$ cat src/u3_defines.svh
// widths, dma block size and counter widths of the usb3 transfer engine
`ifndef U3_DEFINES_SVH
`define U3_DEFINES_SVH

// --------------------------------------------------
// gpif bus and control registers
// --------------------------------------------------
`define U3_DATA_WD      32      // gpif data word
`define U3_REG_WD       32      // control register word

// --------------------------------------------------
// dma block and packet counting
// --------------------------------------------------
// words per dma block, 8192 on hardware
`define U3_DMA_WORDS    64
`define U3_DMA_CNT_WD   14      // dma word counter, holds up to 8192
`define U3_PKT_CNT_WD   22      // packet word counter, packet bytes 23:2

`endif

$ cat src/u3_pkg.sv
// state enum, flag event, control register and gpif pin types
`default_nettype none
`include "u3_defines.svh"

package u3_pkg;

	// --------------------------------------------------
	// transfer fsm states
	// --------------------------------------------------
	typedef enum logic [3:0]
	{
		IDLE,           // waiting for a start flag
		PACKET_START,   // wait for host thread ready
		DMA_SENDING,    // streaming fifo words to gpif
		CHECK_FLAG,     // dma block done, wait flagb rise
		PKT_END,        // strobe packet end
		WAIT_FLAG,      // wait before the zlp
		ADD_PKT_END,    // zero length packet
		DELAY,          // wait flagb to come back
		PACKET_STOP     // pulse change flag
	} xfer_state_e;

	// decoded buffer flag and start events
	typedef struct packed
	{
		logic flagb;        // synchronised level
		logic flagb_rise;   // one cycle pulse
		logic flagb_fall;   // one cycle pulse, thread full
		logic pkt_start;    // any of leader/payload/trailer rose
	} flag_evt_t;

	// control registers, all in bytes except the count
	typedef struct packed
	{
		logic [`U3_REG_WD-1:0] packet_size;
		logic [`U3_REG_WD-1:0] transfer_count;
		logic [`U3_REG_WD-1:0] transfer_size;
		logic [`U3_REG_WD-1:0] transfer1_size;
		logic [`U3_REG_WD-1:0] transfer2_size;
	} xfer_cfg_t;

	// gpif write port pins
	typedef struct packed
	{
		logic                   slwr_n;     // write strobe, active low
		logic                   pktend_n;   // packet end, active low
		logic [1:0]             fifoaddr;   // thread address, 00 or 11
		logic [`U3_DATA_WD-1:0] data;
	} gpif_out_t;

endpackage

`default_nettype wire

$ cat src/u3_flag_decode.sv
// flagb synchroniser with edge pulses, start flag edge detection
`timescale 1ns/1ns
`default_nettype none

module u3_flag_decode
(
	input  wire               clk,
	input  wire               reset,
	input  wire               i_usb_flagb,     // from the usb controller, async
	input  wire               i_leader_flag,
	input  wire               i_payload_flag,
	input  wire               i_trailer_flag,
	output u3_pkg::flag_evt_t o_evt
);

	// --------------------------------------------------
	// shift registers
	// --------------------------------------------------
	logic [2:0] flagb_sh;      // [1] is the usable level, [2] the previous one
	logic [1:0] leader_sh;
	logic [1:0] payload_sh;
	logic [1:0] trailer_sh;

	logic       rise_q;        // registered edge pulses
	logic       fall_q;
	logic       start_q;

	always_ff @(posedge clk)
	begin
		if (reset)
		begin
			flagb_sh   <= 3'b000;
			leader_sh  <= 2'b00;
			payload_sh <= 2'b00;
			trailer_sh <= 2'b00;
			rise_q     <= 1'b0;
			fall_q     <= 1'b0;
			start_q    <= 1'b0;
		end
		else
		begin
			flagb_sh   <= {flagb_sh[1:0], i_usb_flagb};
			leader_sh  <= {leader_sh[0], i_leader_flag};
			payload_sh <= {payload_sh[0], i_payload_flag};
			trailer_sh <= {trailer_sh[0], i_trailer_flag};
			rise_q     <= (flagb_sh[2:1] == 2'b01);   // host freed a buffer
			fall_q     <= (flagb_sh[2:1] == 2'b10);   // thread full
			// one start for leader, payload or trailer
			start_q    <= (leader_sh == 2'b01) || (payload_sh == 2'b01) ||
			              (trailer_sh == 2'b01);
		end
	end

	// level 2 cycles, pulses 3 cycles after the pin
	assign o_evt = '{flagb: flagb_sh[1], flagb_rise: rise_q, flagb_fall: fall_q,
	                 pkt_start: start_q};

	a_rise_fall_excl: assert property (@(posedge clk) disable iff (reset)
		!(o_evt.flagb_rise && o_evt.flagb_fall));

endmodule

`default_nettype wire

$ cat src/u3_gpif_write.sv
// two stage gpif write pipeline, strobe and data aligned to the fifo read
`timescale 1ns/1ns
`default_nettype none
`include "u3_defines.svh"

module u3_gpif_write
(
	input  wire                    clk,
	input  wire                    reset,
	input  wire                    i_accept,      // fifo word taken
	input  wire                    i_zlp_slot,    // hold strobe high for zlp
	input  wire [`U3_DATA_WD-1:0]  i_fifo_data,   // fwft data, valid with accept
	output logic                   o_slwr_n,
	output logic [`U3_DATA_WD-1:0] o_data
);

	// --------------------------------------------------
	// stage one
	// --------------------------------------------------
	logic                   wr_n_m;     // inverted accept
	logic [`U3_DATA_WD-1:0] data_m;

	always_ff @(posedge clk)
	begin
		if (reset)
			wr_n_m <= 1'b1;
		else
			wr_n_m <= ~i_accept;
	end

	always_ff @(posedge clk)
	begin
		data_m <= i_fifo_data;          // qualified by wr_n_m
	end

	// --------------------------------------------------
	// stage two, to the pins
	// --------------------------------------------------
	always_ff @(posedge clk)
	begin
		if (reset)
		begin
			o_slwr_n <= 1'b1;
			o_data   <= '0;
		end
		else
		begin
			o_slwr_n <= wr_n_m || i_zlp_slot;
			if (!wr_n_m)
				o_data <= data_m;
			else
				o_data <= '0;           // bus idles at zero
		end
	end

	// accepted word shows up two cycles later unless the zlp slot cut in
	a_write_align: assert property (@(posedge clk) disable iff (reset)
		i_accept ##1 !i_zlp_slot |=> !o_slwr_n);

endmodule

`default_nettype wire

$ cat src/u3_transfer.sv
// usb3 gpif transfer engine top, flag decode, request check, fsm, write stage
`timescale 1ns/1ns
`default_nettype none
`include "u3_defines.svh"

module u3_transfer
(
	input  wire                   clk,
	input  wire                   reset,
	// frame buffer fifo
	output logic                  o_fifo_rd,
	input  wire                   i_data_valid,
	input  wire [`U3_DATA_WD-1:0] i_fifo_data,
	input  wire                   i_framebuffer_empty,
	// packet start flags
	input  wire                   i_leader_flag,
	input  wire                   i_payload_flag,
	input  wire                   i_trailer_flag,
	// control registers and host flag
	input  u3_pkg::xfer_cfg_t     i_cfg,
	input  wire                   i_usb_flagb,
	// gpif pins, packet done
	output u3_pkg::gpif_out_t     o_gpif,
	output logic                  o_change_flag
);

	// --------------------------------------------------
	// internal wires
	// --------------------------------------------------
	u3_pkg::flag_evt_t      evt;
	logic                   zlp_allowed;
	logic                   accept;
	logic                   zlp_slot;
	logic                   pktend_n;
	logic [1:0]             fifoaddr;
	logic                   slwr_n;
	logic [`U3_DATA_WD-1:0] wr_data;

	u3_flag_decode u_flag_decode
	(
		.clk            (clk),
		.reset          (reset),
		.i_usb_flagb    (i_usb_flagb),
		.i_leader_flag  (i_leader_flag),
		.i_payload_flag (i_payload_flag),
		.i_trailer_flag (i_trailer_flag),
		.o_evt          (evt)
	);

	u3_urb_check u_urb_check
	(
		.clk            (clk),
		.reset          (reset),
		.i_payload_flag (i_payload_flag),
		.i_cfg          (i_cfg),
		.o_zlp_allowed  (zlp_allowed)
	);

	u3_transfer_fsm u_transfer_fsm
	(
		.clk                 (clk),
		.reset               (reset),
		.i_framebuffer_empty (i_framebuffer_empty),
		.i_data_valid        (i_data_valid),
		.i_zlp_allowed       (zlp_allowed),
		.i_evt               (evt),
		.i_pkt_bytes         (i_cfg.packet_size),
		.o_fifo_rd           (o_fifo_rd),
		.o_accept            (accept),
		.o_zlp_slot          (zlp_slot),
		.o_pktend_n          (pktend_n),
		.o_change_flag       (o_change_flag),
		.o_fifoaddr          (fifoaddr)
	);

	u3_gpif_write u_gpif_write
	(
		.clk         (clk),
		.reset       (reset),
		.i_accept    (accept),
		.i_zlp_slot  (zlp_slot),
		.i_fifo_data (i_fifo_data),
		.o_slwr_n    (slwr_n),
		.o_data      (wr_data)
	);

	// pin bundle, every field already registered
	assign o_gpif = '{slwr_n: slwr_n, pktend_n: pktend_n, fifoaddr: fifoaddr,
	                  data: wr_data};

endmodule

`default_nettype wire

$ cat src/u3_transfer_fsm.sv
// packet and dma block fsm, word counters, fifo read, thread address, packet end
`timescale 1ns/1ns
`default_nettype none
`include "u3_defines.svh"

module u3_transfer_fsm
(
	input  wire                   clk,
	input  wire                   reset,
	input  wire                   i_framebuffer_empty,
	input  wire                   i_data_valid,         // fwft word present
	input  wire                   i_zlp_allowed,
	input  u3_pkg::flag_evt_t     i_evt,
	input  wire [`U3_REG_WD-1:0]  i_pkt_bytes,          // packet size in bytes
	output logic                  o_fifo_rd,
	output logic                  o_accept,             // word taken this cycle
	output logic                  o_zlp_slot,           // zlp cycle coming
	output logic                  o_pktend_n,
	output logic                  o_change_flag,
	output logic [1:0]            o_fifoaddr
);

	localparam logic [`U3_DMA_CNT_WD-1:0] DMA_LAST = `U3_DMA_WORDS;

	u3_pkg::xfer_state_e        state;
	u3_pkg::xfer_state_e        next_state;

	logic [`U3_DMA_CNT_WD-1:0]  dma_cnt;      // words in current dma block
	logic [`U3_PKT_CNT_WD-1:0]  pkt_cnt;      // words in current packet
	logic [`U3_PKT_CNT_WD-1:0]  pkt_words;
	logic [1:0]                 addr_reg;     // thread address before output reg

	assign pkt_words = i_pkt_bytes[`U3_PKT_CNT_WD+1:2];   // bytes / 4

	// --------------------------------------------------
	// state register and next state
	// --------------------------------------------------
	always_ff @(posedge clk)
	begin
		if (reset)
			state <= u3_pkg::IDLE;
		else
			state <= next_state;
	end

	always_comb
	begin
		next_state = state;
		case (state)
			u3_pkg::IDLE:
				if (i_evt.pkt_start)
					next_state = u3_pkg::PACKET_START;
			u3_pkg::PACKET_START:
				if (i_evt.flagb)                    // thread has room
					next_state = u3_pkg::DMA_SENDING;
			u3_pkg::DMA_SENDING:
			begin
				if (pkt_cnt == pkt_words)           // packet end wins over block end
					next_state = u3_pkg::PKT_END;
				else if (dma_cnt == DMA_LAST)
					next_state = u3_pkg::CHECK_FLAG;
			end
			u3_pkg::CHECK_FLAG:
				if (i_evt.flagb_rise)
					next_state = u3_pkg::DMA_SENDING;
			u3_pkg::PKT_END:
				next_state = i_zlp_allowed ? u3_pkg::WAIT_FLAG : u3_pkg::DELAY;
			u3_pkg::WAIT_FLAG:
				if (i_evt.flagb_rise)
					next_state = u3_pkg::ADD_PKT_END;
			u3_pkg::ADD_PKT_END:
				next_state = u3_pkg::DELAY;         // zlp is a single strobe
			u3_pkg::DELAY:
				if (i_evt.flagb_rise)
					next_state = u3_pkg::PACKET_STOP;
			u3_pkg::PACKET_STOP:
				next_state = u3_pkg::IDLE;
			default:
				next_state = u3_pkg::IDLE;
		endcase
	end

	// --------------------------------------------------
	// fifo read, word accept
	// --------------------------------------------------
	// looks at next_state so the read starts one cycle early
	assign o_fifo_rd  = (next_state == u3_pkg::DMA_SENDING) && i_evt.flagb &&
	                    !i_framebuffer_empty && (dma_cnt < DMA_LAST);
	assign o_accept   = o_fifo_rd && i_data_valid;
	assign o_zlp_slot = (next_state == u3_pkg::ADD_PKT_END);

	// --------------------------------------------------
	// counters and registered outputs
	// --------------------------------------------------
	always_ff @(posedge clk)
	begin
		if (reset)
		begin
			dma_cnt       <= '0;
			pkt_cnt       <= '0;
			addr_reg      <= 2'b00;
			o_pktend_n    <= 1'b1;
			o_change_flag <= 1'b0;
		end
		else
		begin
			// pulses by default, dma count only lives inside a block
			o_pktend_n    <= !((next_state == u3_pkg::PKT_END) ||
			                   (next_state == u3_pkg::ADD_PKT_END));
			o_change_flag <= (next_state == u3_pkg::PACKET_STOP);
			dma_cnt       <= '0;
			case (next_state)
				u3_pkg::IDLE:
					pkt_cnt <= '0;
				u3_pkg::DMA_SENDING:
				begin
					dma_cnt <= dma_cnt + (o_accept ? 1'b1 : 1'b0);
					pkt_cnt <= pkt_cnt + (o_accept ? 1'b1 : 1'b0);
				end
				u3_pkg::CHECK_FLAG, u3_pkg::WAIT_FLAG, u3_pkg::DELAY:
					if (i_evt.flagb_fall)
						addr_reg <= ~addr_reg;       // 00 <-> 11
				default:
					;
			endcase
		end
	end

	// extra stage so the address can sit in the io register
	always_ff @(posedge clk)
	begin
		if (reset)
			o_fifoaddr <= 2'b00;
		else
			o_fifoaddr <= addr_reg;
	end

	a_dma_bound: assert property (@(posedge clk) disable iff (reset)
		dma_cnt <= DMA_LAST);
	a_rd_not_empty: assert property (@(posedge clk) disable iff (reset)
		o_fifo_rd |-> !i_framebuffer_empty);

endmodule

`default_nettype wire

$ cat src/u3_urb_check.sv
// host request size against packet size, zero length packet decision
`timescale 1ns/1ns
`default_nettype none
`include "u3_defines.svh"

module u3_urb_check
(
	input  wire               clk,
	input  wire               reset,
	input  wire               i_payload_flag,
	input  u3_pkg::xfer_cfg_t i_cfg,
	output logic              o_zlp_allowed
);

	// transfer registers, frozen outside reset
	logic [15:0]             count_q;      // only 16 bits go into the multiply
	logic [`U3_REG_WD-1:0]   size_q;
	logic [`U3_REG_WD-1:0]   size1_q;
	logic [`U3_REG_WD-1:0]   size2_q;

	logic [2*`U3_REG_WD-1:0] buf_size;     // size * count
	logic [`U3_REG_WD:0]     size12;       // transfer1 + transfer2, with carry
	logic [2*`U3_REG_WD-1:0] req_size;     // total host request in bytes

	always_ff @(posedge clk)
	begin
		if (reset)
		begin
			count_q <= i_cfg.transfer_count[15:0];
			size_q  <= i_cfg.transfer_size;
			size1_q <= i_cfg.transfer1_size;
			size2_q <= i_cfg.transfer2_size;
		end
	end

	// --------------------------------------------------
	// request size, three register stages
	// --------------------------------------------------
	always_ff @(posedge clk)
	begin
		if (!reset)
			buf_size <= size_q * count_q;   // multiplier idle during reset
		size12   <= size1_q + size2_q;
		req_size <= buf_size + size12;
	end

	// zlp only for payload, request bigger than packet, packet a multiple of 1 KiB
	always_ff @(posedge clk)
	begin
		if (reset)
			o_zlp_allowed <= 1'b0;
		else
			o_zlp_allowed <= i_payload_flag &&
			                 (req_size > {{`U3_REG_WD{1'b0}}, i_cfg.packet_size}) &&
			                 (i_cfg.packet_size[9:2] == 8'h00);
	end

endmodule

`default_nettype wire
$ cat config.mk
export PLATFORM = sky130hd
export DESIGN_NAME = u3_transfer
export DESIGN_NICKNAME = d
export VERILOG_FILES = /design/src/u3_pkg.sv /design/src/u3_flag_decode.sv /design/src/u3_gpif_write.sv /design/src/u3_transfer.sv /design/src/u3_transfer_fsm.sv /design/src/u3_urb_check.sv
export VERILOG_INCLUDE_DIRS = /design/src
export SDC_FILE = /design/constraint.sdc
export NUM_CORES = 2
export LEC_CHECK = 0
export ABC_AREA = 1
export CAP_MARGIN = 20
export CORE_MARGIN = 4
export CORE_UTILIZATION = 27
export DETAILED_ROUTE_END_ITERATION = 12
export DONT_BUFFER_PORTS = 1
export GPL_TIMING_DRIVEN = 0
export PLACE_DENSITY = 0.48
export SYNTH_ARGS = -nofsm -noshare
export SYNTH_HDL_FRONTEND = slang
export SYNTH_SLANG_ARGS = --single-unit
$ cat constraint.sdc
create_clock -name clk -period 5.9 [get_ports clk]
set_clock_uncertainty 0.15 [all_clocks]
set_input_delay 1.475 -clock clk [delete_from_list [all_inputs] [get_ports clk]]
set_output_delay 1.475 -clock clk [all_outputs]
set_load 0.01 [all_outputs]
==> run_results.csv <==
group,metric,value,unit
sta,setup_viol,6,
die,die_y,361,um
sta,finalWorstSetupSlack,-0.0424,ns
sta,period_minus_slack,5.94,ns
critical_path,ff2ff_setup_slack,-0.04,ns
sta,tightest_slew,0.882,ns
flow_run,maxCapViolCount,0,
die,start_util,27.2,%
clock_tree,clockBufferDepth,3,
logic_synthesis,async_flop_share,0,%
place,placed_area,35800,sq um
global_route,grt_max_degree,118,
route,wl_per_cell,17.8,um
sta,rsz0062_at_grt,"yes",
global_route,grt_overflow,0,
logic_synthesis,ys.flop_type,"dfxtp_1",
final_layout,final_area,40800,sq um
critical_path,cp_max_fo,10,
run_status,violations,"setup timing",
critical_path,critical_path_required,6.18,ns
final_layout,largest_reg_flops,49,
sta,slew-limit-headroom,41.2,%
die,dieArea,130000,sq um
final_layout,mostFrequentLayoutCells,"nand2_1 (929), inv_1 (906), fa_1 (393)",
place,numPortBuffers,0,
logic_synthesis,synth_edf_count,160,
clock_tree,clkSinkCount,367,
die,rows,129,
place,gp_congestion,0.905,
global_route,grt_pass1_vias,27100,
clock_tree,clk_pin_slew,0.06,ns
critical_path,cp_data_arrival_time,6.22,ns
global_route,grt_use_total,16.1,%
critical_path,setup.worst_path.start_class,"flip-flop",
critical_path,critPathKind,"reg -> reg",
global_route,grt_pass1_wl,161000,um
final_layout,mostFrequentLayoutCell,"nand2_1",
final_layout,syn2layout_area_growth,21.2,%
route,firstDrtPassIters,6,
clock_tree,clk_latency,0.63,ns
place,dpl.cell_count,5762,
route,via_per_inst,4.49,
sta,fmax,0.168,GHz
final_layout,finalNetCount,5130,
clock_tree,cts_tree,"yes",
min_path,min_from,"u_gpif_write.data_m[26]",
logic_synthesis,syn-num-nets,4965,
route,drtAntennaViolNets,0,
route,dr.first_iter.drc_count,1754,
clock_tree,cts_buffers,45,
logic_synthesis,synth_seq_cells,367,
die,num_io_pins,238,
min_path,hold_depth,2,
final_layout,diodes,0,
logic_synthesis,yosys_warnings,0,
sta,period_share,101,%
critical_path,reg2reg_from,"u_urb_check.count_q[6]",
critical_path,reg2reg_depth,23,
critical_path,r2r-end,"u_urb_check.buf_size[37]",
route,num_vias,26800,
min_path,hold_end,"u_gpif_write.o_data[26]",
min_path,hold_path.class,"reg -> reg",
logic_synthesis,syn_area_per_cell,8.17,sq um
final_layout,final_util,33.0,%
logic_synthesis,netlist_instances,4124,
die,core-area,124000,sq um
critical_path,critPathLaunch,"u_urb_check.count_q[6]",
route,drcViolationCount,0,
sta,hold_viol,0,
logic_synthesis,yosysUniqueCellTypes,49,
logic_synthesis,syn_area,33700,sq um
logic_synthesis,ys_seq_area_share,26.6,%
global_route,antenna_found_initial,3,
clock_tree,cts-root-buf,"clkbuf_16",
sta,fin_setup_tns,-0.150,ns
place,dp_hpwl,84600,um
route,wl,106000,um
sta,drv_slew,0,
final_layout,largest-register,"u_urb_check.req_size",
final_layout,reg_top3,"u_urb_check.req_size x49, u_urb_check.buf_size x48, u_urb_check.size12 x33",
die,die_w,361,um
clock_tree,htree_levels,2,
clock_tree,hold_buffers,0,
critical_path,end_kind,"flip-flop",
final_layout,layout-drive-gt1-share,15.2,%
final_layout,final_cells,5963,
run_status,status,"complete, but fails checks",
## Yosys cell counts (4+ instances only)
cell type  number  area (sq um)
inv_1         968          3630
nor3_1         43           215
clkbuf_1      120           450
o21ai_0       110           551
or2_2           4          25.0
nor2_1        292          1100
and3_1          4          25.0
edfxtp_1      160          4800
nor4_1         21           131
fa_1          420          8410
nor2_4         10           113
o211ai_1        4          30.0
ha_1          221          2770
xor2_1        107           937
inv_2          12          45.0
dfxtp_1       207          4140
a31oi_1        19           119
xnor2_1        35           307
o21a_1          5          37.5
o21bai_1       16           120
a21oi_1       170           851
a21o_1         10          75.1
nand2_1       976          3660
nand4_1        36           225
nand3_1       117           586
## final cells by class
class / instances / area [sq um]
multi-input combinational: 2648 / 22200
fill: 13000 / 83000
clock buffer: 57 / 1200
buffer: 95 / 1150
sequential: 367 / 8950
inverter: 982 / 3690
tap: 1637 / 2050
clock inverter: 27 / 279
timing repair buffer: 150 / 1310
## routing by layer
| layer | GRT usage, % | wire length, um | vias up |
|---|---|---|---|
| met2 | 27.0 | 50300 | 759 |
| met5 | 0 | 0 | - |
| met1 | 21.8 | 47300 | 13100 |
| met4 | 3.50 | 2530 | 0 |
| met3 | 2.79 | 6320 | 135 |
| li1 | - | - | 12800 |
## critical path: stages, from the launching register on
cell	delay, ns
edfxtp_1	0.37
buf_6	0.16
clkbuf_16	0.17
nand2_1	0.07
inv_2	0.04
fa_1	0.54
inv_2	0.06
fa_1	0.48
fa_1	0.54
inv_2	0.04
fa_1	0.50
fa_1	0.56
inv_2	0.04
fa_1	0.54
inv_2	0.05
ha_4	0.31
nand2_4	0.08
nor2_2	0.12
inv_2	0.09
nor4_4	0.26
nand2_1	0.10
nand3_2	0.09
a21oi_1	0.08
xnor2_1	0.27
## metrics by stage
stage	worst slack [ns]	hold slack (ns)
floorplan	0.00748	0.238
global placement	-1.54	0.245
detailed placement	-1.51	0.247
CTS	-0.0297	0.256
global route	-0.229	0.263
finish	-0.0424	0.256
## kinds of logic (layout without fill, tap and decap cells)
logic type / Yosys count / after routing / share of synthesized area, %
adders and majority gates: 641 / 641 / 33.2
AOI/OAI and AO/OA: 344 / 344 / 5.53
and+or+nand+nor: 1521 / 1521 / 18.6
xor gates and xnor gates: 142 / 142 / 3.69
DFF: 367 / 367 / 26.6
buffers and inverters: 1109 / 1311 / 12.5
## timing repair
| action | CTS | global route |
|---|---|---|
| gates cloned | 6 | 0 |
| resized for setup | 464 | 228 |
| pin swaps | 139 | 138 |
| setup endpoints to repair | 39 | 30 |
| buffers inserted | 114 | 30 |
## how the worst max path moves through the flow
stage	to	slack (ns)	depth (start not counted)
2_1_floorplan	u_urb_check.buf_size[47]	0.007	22
3_3_place_gp	u_urb_check.buf_size[33]	-1.54	19
3_5_place_dp	u_urb_check.buf_size[33]	-1.51	19
4_1_cts	u_urb_check.buf_size[27]	-0.03	22
5_1_grt	u_urb_check.buf_size[42]	-0.23	22
6_report	u_urb_check.buf_size[37]	-0.04	23
Power is left out: the tool's default activity adds up to more than one toggle a clock period on the data nets, which glitch-free logic cannot reach.
